===== src/design/breakout_pkg.sv =====
`default_nettype none

package breakout_pkg;

	localparam int COORD_W = 10;					// pixel coordinate width
	localparam int NUM_BRICKS = 10;
	localparam int IDX_W = 4;						// brick index width
	localparam int HIT_W = 2;						// remaining-hit counter width

	typedef logic [COORD_W-1:0] coord_t;

	localparam coord_t SCREEN_W = 640;
	localparam coord_t SCREEN_H = 480;
	localparam coord_t PAD_HALF_W = 32;				// paddle half width
	localparam coord_t PAD_HALF_H = 3;				// paddle half height
	localparam coord_t BALL_HALF = 2;				// ball half size, square ball
	localparam coord_t PAD_STEP = 3;				// paddle pixels per frame
	localparam coord_t BALL_STEP = 2;				// ball pixels per axis per frame
	localparam coord_t PAD_X0 = SCREEN_W / 2;		// paddle centre at start
	localparam coord_t PAD_Y0 = SCREEN_H - 10;		// 470, fixed row of the paddle
	localparam coord_t BALL_X0 = SCREEN_W / 2;
	localparam coord_t BALL_Y0 = 460;
	// ball bottom can reach the paddle top within one step from here
	localparam coord_t PAD_CONTACT_Y = PAD_Y0 - PAD_HALF_H - BALL_HALF - BALL_STEP;
	localparam coord_t PAD_X_MIN = PAD_HALF_W + 1;				// 33, left clamp
	localparam coord_t PAD_X_MAX = SCREEN_W - PAD_HALF_W - 1;	// 607, right clamp
	localparam coord_t WALL_LO = BALL_HALF + 1;				// left and top wall, 3
	localparam coord_t WALL_X_HI = SCREEN_W - BALL_HALF - 1;	// right wall, 637
	localparam logic [1:0] START_LIVES = 2'd3;

	// contact windows for the ball centre, brick rectangle grown by the ball
	localparam coord_t BRICK_X_LO [NUM_BRICKS] = '{138, 232, 346, 440, 184, 288, 392, 232, 346, 288};
	localparam coord_t BRICK_X_HI [NUM_BRICKS] = '{202, 296, 410, 504, 248, 352, 456, 296, 410, 352};
	localparam coord_t BRICK_Y_LO [NUM_BRICKS] = '{47, 47, 47, 47, 97, 97, 97, 147, 147, 197};
	localparam coord_t BRICK_Y_HI [NUM_BRICKS] = '{73, 73, 73, 73, 123, 123, 123, 173, 173, 203};
	localparam logic [HIT_W-1:0] BRICK_HITS [NUM_BRICKS] = '{3, 3, 3, 3, 2, 2, 2, 1, 1, 1};

	typedef enum logic [1:0] {ST_IDLE, ST_PLAY, ST_WIN, ST_LOSE} game_state_e;

	typedef enum logic [1:0] {PAD_HOLD, PAD_LEFT, PAD_RIGHT} pad_cmd_e;

	typedef struct packed {
		logic step;									// advance one frame
		logic restart;								// reload board, ball and paddle
		pad_cmd_e pad;
	} step_cmd_t;

	typedef struct packed {
		logic hit;									// brick idx was struck this frame
		logic [IDX_W-1:0] idx;
		logic miss;									// ball passed the paddle
	} hit_event_t;

	typedef struct packed {
		logic [NUM_BRICKS-1:0] alive;
		logic [1:0] lives;
		logic cleared;								// no brick left
		logic dead;									// no life left
	} play_status_t;

	typedef struct packed {
		coord_t ball_x;
		coord_t ball_y;
		coord_t pad_x;
		coord_t pad_y;								// display only, never moves
	} object_pos_t;

	localparam object_pos_t POS_START = '{ball_x: BALL_X0, ball_y: BALL_Y0,
		pad_x: PAD_X0, pad_y: PAD_Y0};

endpackage

`default_nettype wire


===== src/design/ball_paddle_motion.sv =====
`timescale 1ns/1ps
`default_nettype none

module ball_paddle_motion (
	input wire i_clk,
	input wire i_rst,
	input wire breakout_pkg::step_cmd_t i_cmd,
	input wire [breakout_pkg::NUM_BRICKS-1:0] i_alive,
	output breakout_pkg::object_pos_t o_pos,
	output breakout_pkg::hit_event_t o_event
);

	logic dir_x;										// 1 right, 0 left
	logic dir_y;										// 1 down, 0 up
	logic dx_n;
	logic dy_n;
	breakout_pkg::coord_t pad_n;						// paddle after this frame's move
	breakout_pkg::coord_t bx_n;
	breakout_pkg::coord_t by_n;
	logic brick_hit;
	logic [breakout_pkg::IDX_W-1:0] brick_idx;
	breakout_pkg::object_pos_t pos_n;
	breakout_pkg::hit_event_t ev_n;

	// paddle move with clamp at both screen edges
	always_comb
	begin
		pad_n = o_pos.pad_x;
		case (i_cmd.pad)
			breakout_pkg::PAD_RIGHT:
				if (o_pos.pad_x >= breakout_pkg::PAD_X_MAX - breakout_pkg::PAD_STEP)
					pad_n = breakout_pkg::PAD_X_MAX;
				else
					pad_n = o_pos.pad_x + breakout_pkg::PAD_STEP;
			breakout_pkg::PAD_LEFT:
				if (o_pos.pad_x <= breakout_pkg::PAD_X_MIN + breakout_pkg::PAD_STEP)
					pad_n = breakout_pkg::PAD_X_MIN;
				else
					pad_n = o_pos.pad_x - breakout_pkg::PAD_STEP;
			default:
				pad_n = o_pos.pad_x;
		endcase
	end

	assign bx_n = dir_x ? o_pos.ball_x + breakout_pkg::BALL_STEP
		: o_pos.ball_x - breakout_pkg::BALL_STEP;
	assign by_n = dir_y ? o_pos.ball_y + breakout_pkg::BALL_STEP
		: o_pos.ball_y - breakout_pkg::BALL_STEP;

	// scan downwards so the lowest matching index is the one kept
	always_comb
	begin
		brick_hit = 1'b0;
		brick_idx = '0;
		for (int i = breakout_pkg::NUM_BRICKS - 1; i >= 0; i--)
		begin
			if (i_alive[i]
				&& bx_n >= breakout_pkg::BRICK_X_LO[i] && bx_n <= breakout_pkg::BRICK_X_HI[i]
				&& by_n >= breakout_pkg::BRICK_Y_LO[i] && by_n <= breakout_pkg::BRICK_Y_HI[i])
			begin
				brick_hit = 1'b1;
				brick_idx = breakout_pkg::IDX_W'(i);
			end
		end
	end

	always_comb
	begin
		pos_n = o_pos;
		pos_n.pad_x = pad_n;
		pos_n.ball_x = bx_n;
		pos_n.ball_y = by_n;
		dx_n = dir_x;
		dy_n = dir_y;
		ev_n = '0;
		if (brick_hit)
		begin
			dy_n = ~dir_y;								// top or bottom face, vertical only
			ev_n.hit = 1'b1;
			ev_n.idx = brick_idx;
		end
		if (bx_n <= breakout_pkg::WALL_LO)
			dx_n = 1'b1;								// left wall
		if (bx_n >= breakout_pkg::WALL_X_HI)
			dx_n = 1'b0;								// right wall
		if (by_n <= breakout_pkg::WALL_LO)
			dy_n = 1'b1;								// top wall
		if (by_n >= breakout_pkg::PAD_CONTACT_Y)
		begin
			if (bx_n >= pad_n - breakout_pkg::PAD_HALF_W
				&& bx_n <= pad_n + breakout_pkg::PAD_HALF_W)
				dy_n = 1'b0;							// paddle bounce
			else
			begin
				ev_n.miss = 1'b1;						// lost ball, serve again from centre
				pos_n = breakout_pkg::POS_START;
				dx_n = 1'b0;
				dy_n = 1'b0;
			end
		end
	end

	always_ff @(posedge i_clk)
	begin
		if (i_rst || i_cmd.restart)
		begin
			o_pos <= breakout_pkg::POS_START;
			dir_x <= 1'b0;								// serve up-left
			dir_y <= 1'b0;
			o_event <= '0;
		end
		else if (i_cmd.step)
		begin
			o_pos <= pos_n;
			dir_x <= dx_n;
			dir_y <= dy_n;
			o_event <= ev_n;							// strobes line up with the new position
		end
		else
			o_event <= '0;								// hit and miss last one cycle
	end

endmodule

`default_nettype wire


===== src/design/breakout_top.sv =====
`timescale 1ns/1ps
`default_nettype none

module breakout_top (
	input wire i_clk,
	input wire i_rst,
	input wire i_frame_stb,						// one pulse per video frame
	input wire i_btn_left,
	input wire i_btn_right,
	input wire i_start,
	output breakout_pkg::object_pos_t o_pos,
	output logic [breakout_pkg::NUM_BRICKS-1:0] o_alive,
	output logic [1:0] o_lives,
	output breakout_pkg::game_state_e o_state
);

	breakout_pkg::step_cmd_t cmd;					// decode to execute and result
	breakout_pkg::hit_event_t hit_ev;				// execute to result
	breakout_pkg::play_status_t status;				// result back to decode

	game_sequencer game_sequencer_i (
		.i_clk(i_clk),
		.i_rst(i_rst),
		.i_frame_stb(i_frame_stb),
		.i_btn_left(i_btn_left),
		.i_btn_right(i_btn_right),
		.i_start(i_start),
		.i_status(status),
		.o_cmd(cmd),
		.o_state(o_state)
	);

	ball_paddle_motion ball_paddle_motion_i (
		.i_clk(i_clk),
		.i_rst(i_rst),
		.i_cmd(cmd),
		.i_alive(status.alive),						// only live bricks can be hit
		.o_pos(o_pos),
		.o_event(hit_ev)
	);

	brick_tally brick_tally_i (
		.i_clk(i_clk),
		.i_rst(i_rst),
		.i_cmd(cmd),
		.i_event(hit_ev),
		.o_status(status)
	);

	assign o_alive = status.alive;
	assign o_lives = status.lives;

endmodule

`default_nettype wire


===== src/design/brick_tally.sv =====
`timescale 1ns/1ps
`default_nettype none

module brick_tally (
	input wire i_clk,
	input wire i_rst,
	input wire breakout_pkg::step_cmd_t i_cmd,
	input wire breakout_pkg::hit_event_t i_event,
	output breakout_pkg::play_status_t o_status
);

	logic [breakout_pkg::HIT_W-1:0] hits_left [breakout_pkg::NUM_BRICKS];	// per brick
	logic [1:0] lives;
	logic [breakout_pkg::NUM_BRICKS-1:0] alive;

	always_ff @(posedge i_clk)
	begin
		if (i_rst || i_cmd.restart)
		begin
			for (int i = 0; i < breakout_pkg::NUM_BRICKS; i++)
			begin
				hits_left[i] <= breakout_pkg::BRICK_HITS[i];	// 3, 2 or 1 by row
			end
			lives <= breakout_pkg::START_LIVES;
		end
		else
		begin
			if (i_event.hit && hits_left[i_event.idx] != '0)
				hits_left[i_event.idx] <= hits_left[i_event.idx] - 1'b1;
			if (i_event.miss && lives != 2'd0)
				lives <= lives - 2'd1;					// saturate at zero
		end
	end

	// a brick stays on screen while it still needs hits
	always_comb
	begin
		for (int i = 0; i < breakout_pkg::NUM_BRICKS; i++)
		begin
			alive[i] = (hits_left[i] != '0);
		end
	end

	always_comb
	begin
		o_status.alive = alive;
		o_status.lives = lives;
		o_status.cleared = (alive == '0);				// all bricks gone
		o_status.dead = (lives == 2'd0);
	end

endmodule

`default_nettype wire


===== src/design/game_sequencer.sv =====
`timescale 1ns/1ps
`default_nettype none

module game_sequencer (
	input wire i_clk,
	input wire i_rst,
	input wire i_frame_stb,
	input wire i_btn_left,						// active high
	input wire i_btn_right,						// active high
	input wire i_start,
	input wire breakout_pkg::play_status_t i_status,
	output breakout_pkg::step_cmd_t o_cmd,
	output breakout_pkg::game_state_e o_state
);

	breakout_pkg::game_state_e state_n;

	always_ff @(posedge i_clk)
	begin
		if (i_rst)
			o_state <= breakout_pkg::ST_IDLE;
		else
			o_state <= state_n;
	end

	always_comb
	begin
		state_n = o_state;							// hold by default
		case (o_state)
			breakout_pkg::ST_IDLE:
				if (i_start)
					state_n = breakout_pkg::ST_PLAY;
			breakout_pkg::ST_PLAY:
				if (i_status.dead)					// losing beats a last-brick clear
					state_n = breakout_pkg::ST_LOSE;
				else if (i_status.cleared)
					state_n = breakout_pkg::ST_WIN;
			default:								// win or lose, wait for start
				if (i_start)
					state_n = breakout_pkg::ST_IDLE;
		endcase
	end

	always_comb
	begin
		o_cmd.step = i_frame_stb && (o_state == breakout_pkg::ST_PLAY);
		// any start press outside play reloads, so idle always shows a fresh board
		o_cmd.restart = i_start && (o_state != breakout_pkg::ST_PLAY);
		if (i_btn_right && !i_btn_left)
			o_cmd.pad = breakout_pkg::PAD_RIGHT;
		else if (i_btn_left && !i_btn_right)
			o_cmd.pad = breakout_pkg::PAD_LEFT;
		else
			o_cmd.pad = breakout_pkg::PAD_HOLD;		// both or neither
	end

endmodule

`default_nettype wire


===== config.mk =====
export PLATFORM = sky130hd
export DESIGN_NAME = breakout_top
export DESIGN_NICKNAME = d
export VERILOG_FILES = /design/src/design/breakout_pkg.sv /design/src/design/ball_paddle_motion.sv /design/src/design/breakout_top.sv /design/src/design/brick_tally.sv /design/src/design/game_sequencer.sv
export SDC_FILE = /design/constraint.sdc
export NUM_CORES = 1
export LEC_CHECK = 0
export ABC_AREA = 1
export BUFFER_PORTS_ARGS = -buffer_cell sky130_fd_sc_hd__buf_2
export CAP_MARGIN = 30
export CORE_MARGIN = 3
export CORE_UTILIZATION = 40
export CTS_BUF_LIST = sky130_fd_sc_hd__clkbuf_8
export DETAILED_ROUTE_END_ITERATION = 12
export PLACE_DENSITY = 0.6
export SETUP_SLACK_MARGIN = 0.2
export SYNTH_ARGS = -nofsm -noshare
export SYNTH_HDL_FRONTEND = slang
export SYNTH_SLANG_ARGS = --single-unit
export TNS_END_PERCENT = 10

===== constraint.sdc =====
create_clock -name i_clk -period 3.6 [get_ports i_clk]
set_input_delay 0.18 -clock i_clk [delete_from_list [all_inputs] [get_ports i_clk]]
set_output_delay 0.18 -clock i_clk [all_outputs]
set_load 0.01 [all_outputs]

==> metrics.csv <==
metric,value,unit
synth.avg_cell_area,6.437,µm²
crit_type,reg -> reg,
numCtsBuffers,9,
async_flop_share,0,%
drive_gt1_share,21.22,%
antenna_found_initial,0,
cts_tree,built,
peakVddDrop,285.4,µV
numPortBuffers,47,
io_pins,60,
syn-cell-area,6128,µm²
gr-usage-all-layers,20.46,%
cp.required,3.84,ns
overflow,0,
synth_edf_count,32,
timing.fmax,292.7,MHz
num_vias,6306,
ys_top_cells_by_count,"nand2_1, inv_1, nor2_1, nand3_1, o21ai_0",
cp_max_fo,7,
finalCritPeriodShare,94.90,%
synthCells,952,
utilization,49.84,%
syn_to_final_growth,19.99,%
synthDistinctLibCells,43,
nets,1078,
die_h,129.8,µm
grt_pass1_wl,27740,µm
yosysSeqAreaShare,28.75,%
hp-class,in -> reg,
max-slew-margin-rel,25.10,%
endpoint_kind,flip-flop,
root_buffer,clkbuf_8,
start_util,41.54,%
synth.most_common_cell,nand2_1,
grt_start_max_net_pins,32,
die_w,129.8,µm
dieArea,16840,µm²
setup_tns,0,ns
design_power_total,0.002322,W
drv_slew,0,
cp_data_arrival_time,3.66,ns
dr.pass1.iters,5,
core,14750,µm²
finalWirelength,17330,µm
hold_violations,0,
drtIter0Drc,547,
cellLeakagePower,3.311,nW
rows,44,
synth_top_area_share,15.68,%
grt_setup_unrepaired,yes,
clock-sinks,72,
final_cells,1221,
drc,0,
skew,0.01787,ns
dp_cells,1190,
vias_per_cell,5.165,
diodes,0,
hold_ws,0.01843,ns
gp_congestion,0.8776,
grt_pass1_vias,5650,
r2r_slack,0.18,ns
worst_pin_slew,1.122,ns
cts.htree.levels,3,
finalSetupViolations,0,
clkLatencyLatePin,0.38,ns
synthTopCellsByArea,"edfxtp_1, nand2_1, dfxtp_1",
clkTransAtPathRegs,0.09,ns
antenna_left,0,
clock_path_buffers,2,
synth.ff_latch_count,72,
fill_cells,1474,
synthFlopType,dfxtp_1,
worstSetupStartpointType,flip-flop,
yosysTopAreaCell,edfxtp_1,
min_period,3.416,ns
yosysWarnings,0,
hpwlAfterDp,12740,µm
p_per_area,315.8,nW/µm²
wl_per_cell,14.19,µm
maxCapViolCount,0,
status,finished clean,
-- metal layers --
layer / wire length [µm] / GRT usage (%) / up-vias
met2: 7428 / 30.97 / 178
met1: 8796 / 30.54 / 2869
li1: - / - / 3238
met5: 0 / 0 / -
met3: 902 / 3.684 / 21
met4: 200 / 4.340 / 0
-- logic make-up after synthesis --
kind of cell | Yosys count | synth area share [%]
other | 2 | 0.1225
adders and majority gates | 40 | 8.412
DFF | 72 | 28.75
AOI/OAI and AO/OA | 145 | 13.13
and+or+nand+nor | 499 | 35.26
buffers and inverters | 177 | 11.78
xor gates and xnor gates | 17 | 2.552
-- where the power goes --
| group | leakage [nW] | switching, W | total (W) | internal, W |
|---|---|---|---|---|
| registers | 0.607 | 0.0000157 | 0.000879 | 0.000863 |
| clock network | 0.0834 | 0.000352 | 0.000601 | 0.000249 |
| logic | 2.62 | 0.000526 | 0.000842 | 0.000316 |
| total | 3.31 | 0.000893 | 0.00232 | 0.00143 |
-- stage by stage --
stage / setup WS (ns) / area (µm²)
floorplan: 0.2046 / 6170
global placement: -0.03923 / 6703
detailed placement: -0.07019 / 6703
CTS: 0.2017 / 6973
global route: -0.002197 / 7353
finish: 0.1836 / 7353
-- registers in the layout, indices dropped and copies added (netlist names) --
signal	cells
brick_tally_i.hits_left	32
ball_paddle_motion_i.o_pos	28
ball_paddle_motion_i.o_event	6
brick_tally_i.lives	2
game_sequencer_i.o_state	2
ball_paddle_motion_i.dir_x	1
ball_paddle_motion_i.dir_y	1
-- cells in the final DEF, fill, tap and decap left out, drive strengths merged --
| master | instances |
|---|---|
| a21boi | 1 |
| o2111ai | 1 |
| nand3b | 5 |
| edfxtp | 32 |
| a211oi | 1 |
| nand2 | 246 |
| xor2 | 10 |
| buf | 94 |
| nor3 | 14 |
| conb | 12 |
| nand4 | 15 |
| a21oi | 56 |
| dfxtp | 40 |
| xnor2 | 7 |
| o21ai | 64 |
| nor2 | 131 |
| clkinv | 3 |
| clkinvlp | 3 |
| clkbuf | 10 |
| a31oi | 8 |
| fa | 2 |
| o211ai | 9 |
| inv | 142 |
| o21a | 1 |
| o311ai | 1 |
| nand3 | 83 |
| nor4 | 3 |
| ha | 38 |
| o221ai | 2 |
| o31ai | 1 |
| or2 | 2 |
-- worst max-delay path, stage by stage, from the launching register on --
cell       delay (ns)
dfxtp_4          0.39
a21oi_4          0.17
inv_2            0.07
nor3_4           0.22
xor2_1           0.11
o21ai_2          0.18
a31oi_4          0.14
buf_4            0.16
buf_4            0.12
buf_4            0.12
ha_1             0.30
nand2_1          0.06
o21ai_0          0.34
nand4_1          0.15
o2111ai_1        0.14
o21ai_2          0.12
nand2_2          0.09
nand2_4          0.10
clkbuf_16        0.18
nand3_1          0.07
a21oi_1          0.08
-- area by class of cell --
type                            instances  area [µm²]  area share (%)
Clock buffer                            9       123.9           1.685
Clock inverter                          7       46.29          0.6296
Inverter                              141       536.8           7.300
Multi-Input combinational cell        713        4001           54.42
Sequential cell                        72        1778           24.18
Tap cell                              184       230.2           3.131
Timing Repair Buffer                   95       636.9           8.661
-- path summary, 6_finish.rpt --
check / start / to / depth (start not counted)
worst max-delay path: ball_paddle_motion_i.o_pos[10] / ball_paddle_motion_i.o_pos[11] / 20
worst min-delay path: i_rst / ball_paddle_motion_i.o_event[0] / 2
worst max register to register: ball_paddle_motion_i.o_pos[10] / ball_paddle_motion_i.o_pos[11] / 20
worst min register to register: ball_paddle_motion_i.o_pos[35] / ball_paddle_motion_i.o_pos[35] / 2
-- timing repair --
action / in CTS / in global routing
gates resized for setup: 27 / 73
pin swaps: 8 / 38
setup endpoints to repair: 30 / 30
buffers inserted: 3 / 11
cloned: 0 / 1
hold buffers: 0 / 0
(Power assumes the default switching activity.)
